===== src/logic/fetch_pkg.sv =====
// Fetch-side definitions for the uncached instruction-fetch path.
// Covers the address and instruction word of a fetch port, plus a helper
// that sizes index and pointer fields.
`default_nettype none

package fetch_pkg;

  // Fetch and fill share one address width
  localparam int unsigned FETCH_AW = 32;
  localparam int unsigned FETCH_DW = 32;

  // Byte-offset bits below one fetch word
  localparam int unsigned FETCH_ALIGN = $clog2(FETCH_DW / 8);

  typedef logic [FETCH_AW-1:0] addr_t;
  typedef logic [FETCH_DW-1:0] fetch_word_t;

  // Width of a field that indexes n entries; never narrower than one bit
  function automatic int unsigned idx_width(int unsigned n);
    return (n > 1) ? $clog2(n) : 1;
  endfunction

endpackage

`default_nettype wire

===== src/logic/fill_pkg.sv =====
// Fill-side definitions for the uncached instruction-fetch path.
// Describes the line returned by the fill port and how a fetch word is
// located inside it.
`default_nettype none

package fill_pkg;

  localparam int unsigned LINE_WIDTH = 128;

  // Byte-offset bits below one line
  localparam int unsigned LINE_ALIGN = $clog2(LINE_WIDTH / 8);

  // Address bits that pick one fetch word out of a line
  localparam int unsigned WORD_SEL_W = LINE_ALIGN - fetch_pkg::FETCH_ALIGN;

  typedef logic [LINE_WIDTH-1:0] line_t;

endpackage

`default_nettype wire


===== src/logic/icache_bypass.sv =====
// Uncached instruction-fetch path of the instruction cache.
// Several fetch ports share one fill port through a round-robin request
// arbiter and an order FIFO that returns each line to its port.
`default_nettype none

module icache_bypass #(
  parameter int unsigned NR_FETCH_PORTS = 4,
  parameter int unsigned RSP_FIFO_DEPTH = 2
) (
  input  logic                                        clk_i,
  input  logic                                        arst_n_i,
  input  logic                   [NR_FETCH_PORTS-1:0] inst_valid_i,
  input  fetch_pkg::addr_t       [NR_FETCH_PORTS-1:0] inst_addr_i,
  output logic                   [NR_FETCH_PORTS-1:0] inst_ready_o,
  output fetch_pkg::fetch_word_t [NR_FETCH_PORTS-1:0] inst_data_o,
  output logic                   [NR_FETCH_PORTS-1:0] inst_error_o,
  output logic                                        fill_req_valid_o,
  output fetch_pkg::addr_t                            fill_req_addr_o,
  input  logic                                        fill_req_ready_i,
  input  logic                                        fill_rsp_valid_i,
  input  fill_pkg::line_t                             fill_rsp_data_i,
  input  logic                                        fill_rsp_error_i
);

  logic [NR_FETCH_PORTS-1:0] req;
  logic [NR_FETCH_PORTS-1:0] grant;
  logic [NR_FETCH_PORTS-1:0] rsp_hit;
  logic                      push;
  logic                      fifo_full;

  for (genvar i = 0; i < NR_FETCH_PORTS; i++) begin : gen_port
    bypass_port_fsm u_port (
      .clk_i            ( clk_i            ),
      .arst_n_i         ( arst_n_i         ),
      .inst_valid_i     ( inst_valid_i[i]  ),
      .inst_addr_i      ( inst_addr_i[i]   ),
      .grant_i          ( grant[i]         ),
      .fifo_full_i      ( fifo_full        ),
      .rsp_hit_i        ( rsp_hit[i]       ),
      .fill_rsp_data_i  ( fill_rsp_data_i  ),
      .fill_rsp_error_i ( fill_rsp_error_i ),
      .req_o            ( req[i]           ),
      .inst_ready_o     ( inst_ready_o[i]  ),
      .inst_data_o      ( inst_data_o[i]   ),
      .inst_error_o     ( inst_error_o[i]  )
    );
  end

  bypass_req_arbiter #(
    .NR_FETCH_PORTS ( NR_FETCH_PORTS )
  ) u_req_arbiter (
    .clk_i            ( clk_i            ),
    .arst_n_i         ( arst_n_i         ),
    .req_i            ( req              ),
    .inst_addr_i      ( inst_addr_i      ),
    .fill_req_ready_i ( fill_req_ready_i ),
    .grant_o          ( grant            ),
    .fill_req_valid_o ( fill_req_valid_o ),
    .fill_req_addr_o  ( fill_req_addr_o  ),
    .push_o           ( push             )
  );

  // Responses arrive in request order, so the FIFO head owns each one
  bypass_rsp_tracker #(
    .NR_FETCH_PORTS ( NR_FETCH_PORTS ),
    .RSP_FIFO_DEPTH ( RSP_FIFO_DEPTH )
  ) u_rsp_tracker (
    .clk_i            ( clk_i            ),
    .arst_n_i         ( arst_n_i         ),
    .push_i           ( push             ),
    .grant_i          ( grant            ),
    .fill_rsp_valid_i ( fill_rsp_valid_i ),
    .rsp_hit_o        ( rsp_hit          ),
    .full_o           ( fifo_full        )
  );

endmodule

`default_nettype wire


===== src/logic/bypass_rsp_tracker.sv =====
// Response tracker for bypass fills.
// Records the one-hot owner of every accepted fill request in order and
// steers each in-order fill response back to the port at the head.
`default_nettype none

module bypass_rsp_tracker #(
  parameter int unsigned NR_FETCH_PORTS = 4,
  parameter int unsigned RSP_FIFO_DEPTH = 2
) (
  input  logic                      clk_i,
  input  logic                      arst_n_i,
  input  logic                      push_i,
  input  logic [NR_FETCH_PORTS-1:0] grant_i,
  input  logic                      fill_rsp_valid_i,
  output logic [NR_FETCH_PORTS-1:0] rsp_hit_o,
  output logic                      full_o
);

  import fetch_pkg::*;

  localparam int unsigned PtrW = idx_width(RSP_FIFO_DEPTH);
  localparam int unsigned CntW = $clog2(RSP_FIFO_DEPTH + 1);

  logic [NR_FETCH_PORTS-1:0] owner_q [RSP_FIFO_DEPTH];
  logic [PtrW-1:0]           wr_ptr_q;
  logic [PtrW-1:0]           rd_ptr_q;
  logic [CntW-1:0]           count_q;
  logic                      pop;

  // A response with nothing outstanding is dropped
  assign pop       = fill_rsp_valid_i && (count_q != '0);
  assign rsp_hit_o = pop ? owner_q[rd_ptr_q] : '0;
  assign full_o    = (count_q == CntW'(RSP_FIFO_DEPTH));

  always_ff @(posedge clk_i) begin
    if (push_i) begin
      owner_q[wr_ptr_q] <= grant_i;
    end
  end

  always_ff @(posedge clk_i or negedge arst_n_i) begin
    if (!arst_n_i) begin
      wr_ptr_q <= '0;
      rd_ptr_q <= '0;
      count_q  <= '0;
    end else begin
      if (push_i) begin
        wr_ptr_q <= (wr_ptr_q == PtrW'(RSP_FIFO_DEPTH - 1)) ? '0 : wr_ptr_q + 1'b1;
      end
      if (pop) begin
        rd_ptr_q <= (rd_ptr_q == PtrW'(RSP_FIFO_DEPTH - 1)) ? '0 : rd_ptr_q + 1'b1;
      end
      // Simultaneous push and pop leave the count unchanged
      unique case ({push_i, pop})
        2'b10:   count_q <= count_q + 1'b1;
        2'b01:   count_q <= count_q - 1'b1;
        default: count_q <= count_q;
      endcase
    end
  end

endmodule

`default_nettype wire


===== src/logic/bypass_req_arbiter.sv =====
// Round-robin arbiter for bypass fill requests.
// Picks one requesting port, puts its line-aligned address on the fill
// request channel and keeps the choice locked while the fill side stalls.
`default_nettype none

module bypass_req_arbiter #(
  parameter int unsigned NR_FETCH_PORTS = 4
) (
  input  logic                                     clk_i,
  input  logic                                     arst_n_i,
  input  logic             [NR_FETCH_PORTS-1:0]    req_i,
  input  fetch_pkg::addr_t [NR_FETCH_PORTS-1:0]    inst_addr_i,
  input  logic                                     fill_req_ready_i,
  output logic             [NR_FETCH_PORTS-1:0]    grant_o,
  output logic                                     fill_req_valid_o,
  output fetch_pkg::addr_t                         fill_req_addr_o,
  output logic                                     push_o
);

  import fetch_pkg::*;
  import fill_pkg::*;

  localparam int unsigned IdxW = idx_width(NR_FETCH_PORTS);

  logic [IdxW-1:0] rr_q;
  logic [IdxW-1:0] lock_idx_q;
  logic            lock_q;
  logic [IdxW-1:0] search_idx;
  logic [IdxW-1:0] win_idx;
  logic [IdxW-1:0] rr_next;
  logic            found;

  // First requester at or after the priority pointer, wrapping around
  always_comb begin
    int cand;
    search_idx = rr_q;
    found      = 1'b0;
    for (int k = 0; k < NR_FETCH_PORTS; k++) begin
      cand = (int'(rr_q) + k) % NR_FETCH_PORTS;
      if (!found && req_i[cand]) begin
        found      = 1'b1;
        search_idx = IdxW'(cand);
      end
    end
  end

  // A stalled request keeps its winner until the fill side takes it
  assign win_idx          = lock_q ? lock_idx_q : search_idx;
  assign fill_req_valid_o = req_i[win_idx];
  assign push_o           = fill_req_valid_o && fill_req_ready_i;
  assign fill_req_addr_o  = {inst_addr_i[win_idx][FETCH_AW-1:LINE_ALIGN], {LINE_ALIGN{1'b0}}};

  always_comb begin
    for (int k = 0; k < NR_FETCH_PORTS; k++) begin
      grant_o[k] = push_o && (int'(win_idx) == k);
    end
  end

  assign rr_next = IdxW'((int'(win_idx) + 1) % NR_FETCH_PORTS);

  always_ff @(posedge clk_i or negedge arst_n_i) begin
    if (!arst_n_i) begin
      rr_q       <= '0;
      lock_q     <= 1'b0;
      lock_idx_q <= '0;
    end else begin
      lock_q <= fill_req_valid_o && !fill_req_ready_i;
      if (fill_req_valid_o && !fill_req_ready_i) begin
        lock_idx_q <= win_idx;
      end
      // Move priority past the port that was just served
      if (push_o) begin
        rr_q <= rr_next;
      end
    end
  end

endmodule

`default_nettype wire


===== src/logic/bypass_port_fsm.sv =====
// Bypass fetch port state machine.
// Takes one fetch at a time, requests its line from the fill side, then
// extracts the fetch word and presents it with the error bit for one cycle.
`default_nettype none

module bypass_port_fsm (
  input  logic                  clk_i,
  input  logic                  arst_n_i,
  input  logic                  inst_valid_i,
  input  fetch_pkg::addr_t      inst_addr_i,
  input  logic                  grant_i,
  input  logic                  fifo_full_i,
  input  logic                  rsp_hit_i,
  input  fill_pkg::line_t       fill_rsp_data_i,
  input  logic                  fill_rsp_error_i,
  output logic                  req_o,
  output logic                  inst_ready_o,
  output fetch_pkg::fetch_word_t inst_data_o,
  output logic                  inst_error_o
);

  import fetch_pkg::*;
  import fill_pkg::*;

  typedef enum logic [1:0] {
    st_idle,
    st_request,
    st_wait,
    st_present
  } state_e;

  state_e state_q;
  state_e state_d;

  logic [WORD_SEL_W-1:0] word_sel;
  fetch_word_t           sel_word;
  fetch_word_t           data_q;
  logic                  error_q;

  // The core holds the address stable for the whole fetch
  assign word_sel = inst_addr_i[LINE_ALIGN-1:FETCH_ALIGN];
  assign sel_word = fill_rsp_data_i[word_sel*FETCH_DW +: FETCH_DW];

  always_comb begin
    state_d = state_q;
    unique case (state_q)
      st_idle: begin
        if (inst_valid_i) begin
          state_d = st_request;
        end
      end
      // Grant only comes back on an accepted fill request
      st_request: begin
        if (grant_i) begin
          state_d = st_wait;
        end
      end
      st_wait: begin
        if (rsp_hit_i) begin
          state_d = st_present;
        end
      end
      st_present: state_d = st_idle;
      default:    state_d = st_idle;
    endcase
  end

  always_ff @(posedge clk_i or negedge arst_n_i) begin
    if (!arst_n_i) begin
      state_q <= st_idle;
    end else begin
      state_q <= state_d;
    end
  end

  // Word and error are captured on the response and held through Present
  always_ff @(posedge clk_i) begin
    if (rsp_hit_i) begin
      data_q  <= sel_word;
      error_q <= fill_rsp_error_i;
    end
  end

  // Hold off while the order FIFO has no room left for our response
  assign req_o        = (state_q == st_request) && !fifo_full_i;
  assign inst_ready_o = (state_q == st_present);
  assign inst_data_o  = data_q;
  assign inst_error_o = error_q;

endmodule

`default_nettype wire


===== config.mk =====
export PLATFORM = sky130hd
export DESIGN_NAME = icache_bypass
export DESIGN_NICKNAME = d
export VERILOG_FILES = /design/src/logic/fetch_pkg.sv /design/src/logic/fill_pkg.sv /design/src/logic/icache_bypass.sv /design/src/logic/bypass_rsp_tracker.sv /design/src/logic/bypass_req_arbiter.sv /design/src/logic/bypass_port_fsm.sv
export SDC_FILE = /design/constraint.sdc
export NUM_CORES = 1
export LEC_CHECK = 0
export ABC_AREA = 1
export BUFFER_PORTS_ARGS = -buffer_cell sky130_fd_sc_hd__buf_2
export CORE_MARGIN = 4
export CORE_UTILIZATION = 38
export DETAILED_ROUTE_END_ITERATION = 10
export HOLD_SLACK_MARGIN = 0.12
export PLACE_DENSITY = 0.63
export SKIP_CTS_REPAIR_TIMING = 1
export SLEW_MARGIN = 20
export SYNTH_ARGS = -nofsm -noshare
export SYNTH_HDL_FRONTEND = slang
export SYNTH_SLANG_ARGS = --single-unit

===== constraint.sdc =====
create_clock -name clk_i -period 5 [get_ports clk_i]
set_clock_uncertainty 0.15 [all_clocks]
set_input_delay 1 -clock clk_i [delete_from_list [all_inputs] [get_ports clk_i]]
set_output_delay 1 -clock clk_i [all_outputs]
set_load 0.03 [all_outputs]

==> results of run 1 <==
[state kept, by name, summed over array words and instances, names as in the netlist]
| signal | flops |
|---|---|
| u_rsp_tracker.count_q | 2 |
| gen_port.u_port.inst_data_o | 128 |
| u_req_arbiter.lock_q | 1 |
| gen_port.u_port.inst_error_o | 4 |
| u_rsp_tracker.rd_ptr_q | 1 |
| u_req_arbiter.rr_q | 2 |
| gen_port.u_port.state_q | 8 |
| u_rsp_tracker.wr_ptr_q | 1 |
| u_req_arbiter.lock_idx_q | 2 |
| u_rsp_tracker.owner_q | 8 |
[layout make-up]
class	instances	area, µm²	share of cell area
Sequential cell	157	4630	0.363
Clock buffer	18	429	0.0336
Clock inverter	14	150	0.0118
Antenna cell	10	25.0	0.00196
Tap cell	335	419	0.0329
Multi-Input combinational cell	895	4730	0.371
Inverter	40	156	0.0123
Timing Repair Buffer	436	2220	0.174
[cell usage after synthesis]
cell        n
nand2_4     4
xnor2_1     2
mux2_2      4
nand3_2    12
nand3_1    28
clkinv_1    4
nor2_2      2
nand2_1    90
a21oi_4     1
a22oi_2    20
or2_2       5
o22ai_1   128
nand2_2    12
a21oi_1     5
conb_1      1
buf_1       2
dfrtp_1    17
ha_1       17
o21ai_1     2
o21a_1      1
inv_2       6
and2_4      1
inv_1      29
or2_4       1
buf_4      16
edfxtp_1  140
a22oi_1    31
buf_6       9
buf_2       1
clkbuf_1   74
o21ai_0   258
xor2_1      2
nor2_1    264
inv_4       1
o21ai_2     1
[power groups by stage]
stage,combinational (mW),clock (mW),sequential (mW)
2_1_floorplan,3.43,0,2.36
5_1_grt,5.38,1.36,2.03
3_3_place_gp,4.92,0,2.02
3_5_place_dp,4.98,0,2.03
6_report,5.03,1.29,2.00
4_1_cts,4.99,1.31,2.00
[layout by cell type, fill, tap and decap left out, types with 15 or more instances in the layout]
cell type    n
buf_2      421
nor2_1     262
o21ai_0    258
edfxtp_1   140
o22ai_1    128
nand2_1     90
a22oi_1     31
nand3_1     28
inv_1       25
a22oi_2     20
ha_1        17
clkbuf_16   17
dfrtp_1     17
buf_4       15
[how the worst max path moves through the flow]
stage and to:
3_3_place_gp fill_req_addr_o[13], 3_5_place_dp fill_req_addr_o[13], 2_1_floorplan fill_req_addr_o[14], 4_1_cts fill_req_addr_o[13], 5_1_grt fill_req_addr_o[13], 6_report fill_req_addr_o[13]
[logic make-up after synthesis]
family / Yosys count
xor gates and xnor gates: 4
adders and majority gates: 17
DFF: 157
and+or+nand+nor: 419
buffers and inverters: 142
other: 1
muxes: 4
AOI/OAI and AO/OA: 447
[layer usage]
| layer | GRT usage | vias to the layer above |
|---|---|---|
| met5 | 0 | - |
| met3 | 0.0581 | 93 |
| met1 | 0.384 | 5313 |
| li1 | - | 5000 |
| met4 | 0.0781 | 14 |
| met2 | 0.407 | 734 |
==> reports/results.ini, run 1 <==
[status]
status = complete, no violations

[synthesis]
synth_top_area_share = 0.420
netlist_area_mm2 = 0.0100
synth_mux_area_frac = 0.00450
synth.area.top_cells = edfxtp_1, o21ai_0, nor2_1
ys_types = 35
post_synth_inst_count = 1191
synth_top_cell_by_area = edfxtp_1
synth_compound_gate_area_share = 0.264
synth_warnings = 0
synthAdderAreaFrac = 0.0213
avgSynthCellArea_um2 = 8.40
ys_seq_area_frac = 0.463
synth_simple_gate_area_frac = 0.177
synthXorXnorAreaFrac = 0.00350
synth_top_family_by_area = compound AO/OA/AOI/OAI gates
ys_seq_elements = 157

[power_and_ir_drop]
switching_share = 0.523
internal-power_mw = 3.97
switchingPower_mw = 4.35
leakagePower_nw = 5.44
power.density_mw_per_mm2 = 652
pwr-share-seq = 0.241
finalPower_mw = 8.32
vdd_drop_max_mv = 1.04
clockPowerShare = 0.155
power_frac_comb = 0.604

[global_routing]
grt_pass1_wl_mm = 59.4
grt_antenna_before_repair = 15
gr-usage-all-layers = 0.267
overflow = 0
grt_pass1_vias = 9856
grt_max_degree = 65

[sta]
relSlewSlack = 0.328
worstMarginPinSlew_ns = 1.01
tns_ns = 0
hold_violations = 0
rsz0062_at_grt = no
setup_viol = 0
finalCriticalPeriod_ns = 4.41
final.setup.worst_slack_ns = 0.592
period_share = 0.882
slew_viol_final = 0
fin_hold_ws_ns = 0.346
fmax_ghz = 0.227

[cells_and_area]
drive_gt1_frac = 0.351
instances_no_fill = 1905
nets = 1829
syn_to_final_growth_pct = 27.5
final_cell_area_mm2 = 0.0128
nFillCells = 2532
final_util = 0.491

[setup_path]
reg2reg_setup_slack_ns = 1.96
cp.depth = 16
ff2ff_path_depth = 18
critPathLaunch = gen_port[3].u_port.state_q[1]$_DFFE_PN0P_
cp_common_cell = nand2_2
startpoint_type = flip-flop
cp_max_fo = 29
cp.arrival_ns = 3.26
cp.required_ns = 3.85
cp_cell_sequence = inv_1 -> ha_1 -> nand3_1 -> nand3_1 -> nand2_2 -> and2_4 -> nand2_2 -> nand2_2 -> nand2_2 -> nand2_4 -> nand2_4 -> nand2_1 -> inv_2 -> a22oi_2 -> nand2_1 -> buf_2
cpMaxStageDelayCell = inv_2
rr_startpoint = gen_port[3].u_port.state_q[1]$_DFFE_PN0P_
crit_path_end_kind = output port
cpLargestDelayFamily = simple AND/OR/NAND/NOR gates
path_buf_inv = 3
r2r-end = gen_port[2].u_port.state_q[0]$_DFFE_PN0P_
setup.worst_path.class = flip-flop to output port
max_stage_delay_ns = 0.51

[floorplan]
die_h_um = 170
coreArea_mm2 = 0.0260
num_io_pins = 434
start_util = 0.385
num_rows = 59
die_width_um = 170
die-area_mm2 = 0.0290

[detailed_routing]
wl_met2_mm = 19.4
drt_pass1_iterations = 6
via_count = 11200
first_iter_violations = 1432
drt_wl_total_mm = 42.0
ant_nets = 0
avgViaCountPerCell = 5.86
drc = 0
top_layer = met5
wl_met1_mm = 17.5
wl_met3_mm = 4.29
wire_per_inst_um = 22.1

[placed_design]
dp_hpwl_mm = 28.0
port_buffers = 421
gp_congestion = 0.887
placed_cells = 1863
place_ws_ns = 1.10
placed_area_mm2 = 0.0121

[clocking]
cts_tree = built
cts_sinks = 157
clk_latency_ns = 0.43
clk_pin_slew_ns = 0.07
htree_levels = 4
cts.path.max_buffers = 2
cts_root_buf = clkbuf_16
cts_buffers = 17

[run]
cap_violations = 0

[hold_path]
hold_class = input pin to async pin

Power figures use the tool's default switching activity.
==> inputs of run 2 (changes only) <==
- clock period: 5 -> 4.3 ns (I/O delays scaled with it)
==> reports/results.ini, run 2 (synthesis gave the netlist of run 1 again) <==
[status]
status = complete, no violations

[clocking]
clk_latency_ns = 0.43  ; about the same
cts.path.max_buffers = 2  ; unchanged
cts_buffers = 17  ; unchanged
cts_sinks = 157  ; unchanged
clk_pin_slew_ns = 0.07  ; about the same
cts_root_buf = clkbuf_16
cts_tree = built
htree_levels = 4  ; unchanged

[cells_and_area]
layout_common_cells = buf_2, nor2_1, o21ai_0, edfxtp_1, o22ai_1
nFillCells = 2552  ; +0.79%
drive_gt1_frac = 0.350  ; -0.000417
final-seq-area_mm2 = 0.00463  ; unchanged
final_cell_area_mm2 = 0.0128  ; +0.42%
nets = 1828  ; -0.055%
multiInputGateArea_mm2 = 0.00473  ; unchanged
instances_no_fill = 1906  ; +0.052%
largest_reg_flops = 128  ; unchanged
syn_to_final_growth_pct = 28.0
layout_commonest_cell = buf_2

[sta]
tns_ns = 0  ; unchanged
relSlewSlack = 0.306  ; -0.0228
period_share = 0.946
slew_viol_final = 0  ; unchanged
setup_viol = 0  ; unchanged
hold_violations = 0  ; unchanged
finalCriticalPeriod_ns = 4.07
rsz0062_at_grt = no
fmax_ghz = 0.246
worstMarginPinSlew_ns = 1.04  ; +0.0342 ns

[setup_path]
cp_max_fo = 28  ; -3.4%
rr_startpoint = gen_port[2].u_port.state_q[1]$_DFFE_PN0P_
critPathLaunch = u_req_arbiter.rr_q[0]$_DFFE_PN0P_
setup.worst_path.class = flip-flop to output port
cp_cell_sequence = inv_4 -> nand2_1 -> nand2_2 -> inv_2 -> nand3_1 -> nand2_1 -> and2_4 -> nand2_2 -> nand2_2 -> nand2_2 -> nand2_4 -> nand2_4 -> nor2_2 -> buf_4 -> a22oi_2 -> nand2_1 -> buf_2
cpMaxStageDelayCell = dfrtp_1
cp.arrival_ns = 3.06  ; -0.20 ns
ff2ff_path_depth = 19  ; +1
crit_path_end_kind = output port
path_buf_inv = 4  ; +1
max_stage_delay_ns = 0.59  ; +0.08 ns
cp_common_cell = nand2_2
cp.depth = 17  ; +1
cpLargestDelayFamily = simple AND/OR/NAND/NOR gates
cp-endpoint = fill_req_addr_o[13]
startpoint_type = flip-flop
reg2reg_setup_slack_ns = 1.31  ; -0.65 ns
r2r-end = u_rsp_tracker.count_q[1]$_DFFE_PN0P_
cp.required_ns = 3.29  ; -0.56 ns

[power_and_ir_drop]
leakagePower_nw = 5.46  ; +0.33%
vdd_drop_max_mv = 1.07  ; +2.7%
power.density_mw_per_mm2 = 769  ; +18%
finalPower_mw = 9.85  ; +18%

[global_routing]
grt_antenna_before_repair = 16  ; +1
grt_pass1_wl_mm = 60.8  ; +2.3%
grt_max_degree = 65  ; unchanged
overflow = 0  ; unchanged
gr-usage-all-layers = 0.269  ; +0.00150
grt_pass1_vias = 10200  ; +3.8%

[floorplan]
die_width_um = 170  ; unchanged
num_rows = 59  ; unchanged
die-area_mm2 = 0.0290  ; unchanged
die_h_um = 170  ; unchanged
num_io_pins = 434  ; unchanged
coreArea_mm2 = 0.0260  ; unchanged
start_util = 0.385  ; unchanged

[placed_design]
placed_cells = 1862  ; -0.054%
port_buffers = 421  ; unchanged
gp_congestion = 0.856  ; -3.5%
dp_hpwl_mm = 27.9  ; -0.18%
placed_area_mm2 = 0.0121  ; about the same

[run]
cap_violations = 0  ; unchanged

[detailed_routing]
drt_wl_total_mm = 42.0  ; -0.13%
ant_nets = 0  ; unchanged
via_count = 11100  ; -0.82%
wire_per_inst_um = 22.0  ; -0.18%
avgViaCountPerCell = 5.80  ; -0.88%
drc = 0  ; unchanged
first_iter_violations = 1724  ; +20%
drt_pass1_iterations = 6  ; unchanged

[hold_path]
hold_class = input pin to async pin

run 2: cell count changes in the layout (fill, tap and decap cells not counted), sizes merged:
cell,delta
inv,-2
clkinv,-1
buf,-1
diode,+2
bufinv,+3
run 2: worst min path at each step:
| stage | depth (start not counted) | startpoint | end | slack (ns) |
|---|---|---|---|---|
| floorplan | 2 | u_req_arbiter.lock_idx_q[0]$_DFFE_PN0P_ | u_req_arbiter.lock_idx_q[0]$_DFFE_PN0P_ | 0.30 |
| global placement | 2 | u_req_arbiter.lock_idx_q[0]$_DFFE_PN0P_ | u_req_arbiter.lock_idx_q[0]$_DFFE_PN0P_ | 0.32 |
| detailed placement | 2 | u_req_arbiter.lock_idx_q[0]$_DFFE_PN0P_ | u_req_arbiter.lock_idx_q[0]$_DFFE_PN0P_ | 0.33 |
| CTS | 1 | arst_n_i | u_req_arbiter.lock_idx_q[0]$_DFFE_PN0P_ | 0.22 |
| global route | 1 | arst_n_i | u_req_arbiter.lock_idx_q[0]$_DFFE_PN0P_ | 0.24 |
| finish | 1 | arst_n_i | gen_port[1].u_port.state_q[1]$_DFFE_PN0P_ | 0.22 |
run 2: layout make-up:
class / count / share of cell area
antenna: 12 / 0.00234
clock buffer: 18 / 0.0335
clock inverter: 14 / 0.0155
inverter: 40 / 0.0125
multi-input combinational: 895 / 0.369
sequential: 157 / 0.361
tap: 335 / 0.0327
timing repair buffer: 435 / 0.173
run 2: power breakdown:
part	leakage [nW]	total (mW)	switching [mW]	internal, mW
registers	1.50	2.33	0.179	2.15
logic	3.66	5.88	4.18	1.70
clock network	0.300	1.65	0.709	0.939
total	5.46	9.85	5.06	4.79
run 2: worst register-to-register path: stages, from the launching register on:
cell and delay (ns):
dfrtp_1 0.42, inv_1 0.10, ha_1 0.28, nand3_2 0.12, nand2_2 0.11, nand2_1 0.06, nand2_2 0.07, nand3_2 0.08
nand2_1 0.08, nand2_1 0.05, nand2_1 0.07, nand2_2 0.07, a21oi_4 0.17, nand3_2 0.10, nand2_4 0.12, nand2_2 0.12
ha_1 0.34, a21oi_1 0.12, o21ai_0 0.11, xnor2_1 0.14
run 2: routing by layer:
layer | routed length, µm | vias to the layer above | share of wire | global-route usage
met5 | 37 | - | 0.00088 | 0
met4 | 974 | 8 | 0.023 | 0.0931
met3 | 4830 | 89 | 0.12 | 0.0669
met2 | 19200 | 742 | 0.46 | 0.409
met1 | 16900 | 5230 | 0.40 | 0.375
li1 | - | 4993 | - | -
run 2: per-stage QoR:
stage | hold slack (ns) | util | setup WS [ns]
floorplan | 0.301 | - | 1.12
detailed placement | 0.328 | 0.467 | 0.524
global route | 0.238 | 0.493 | 0.0230
CTS | 0.221 | 0.491 | 0.0519
finish | 0.218 | 0.493 | 0.231
global placement | 0.324 | 0.467 | 0.579
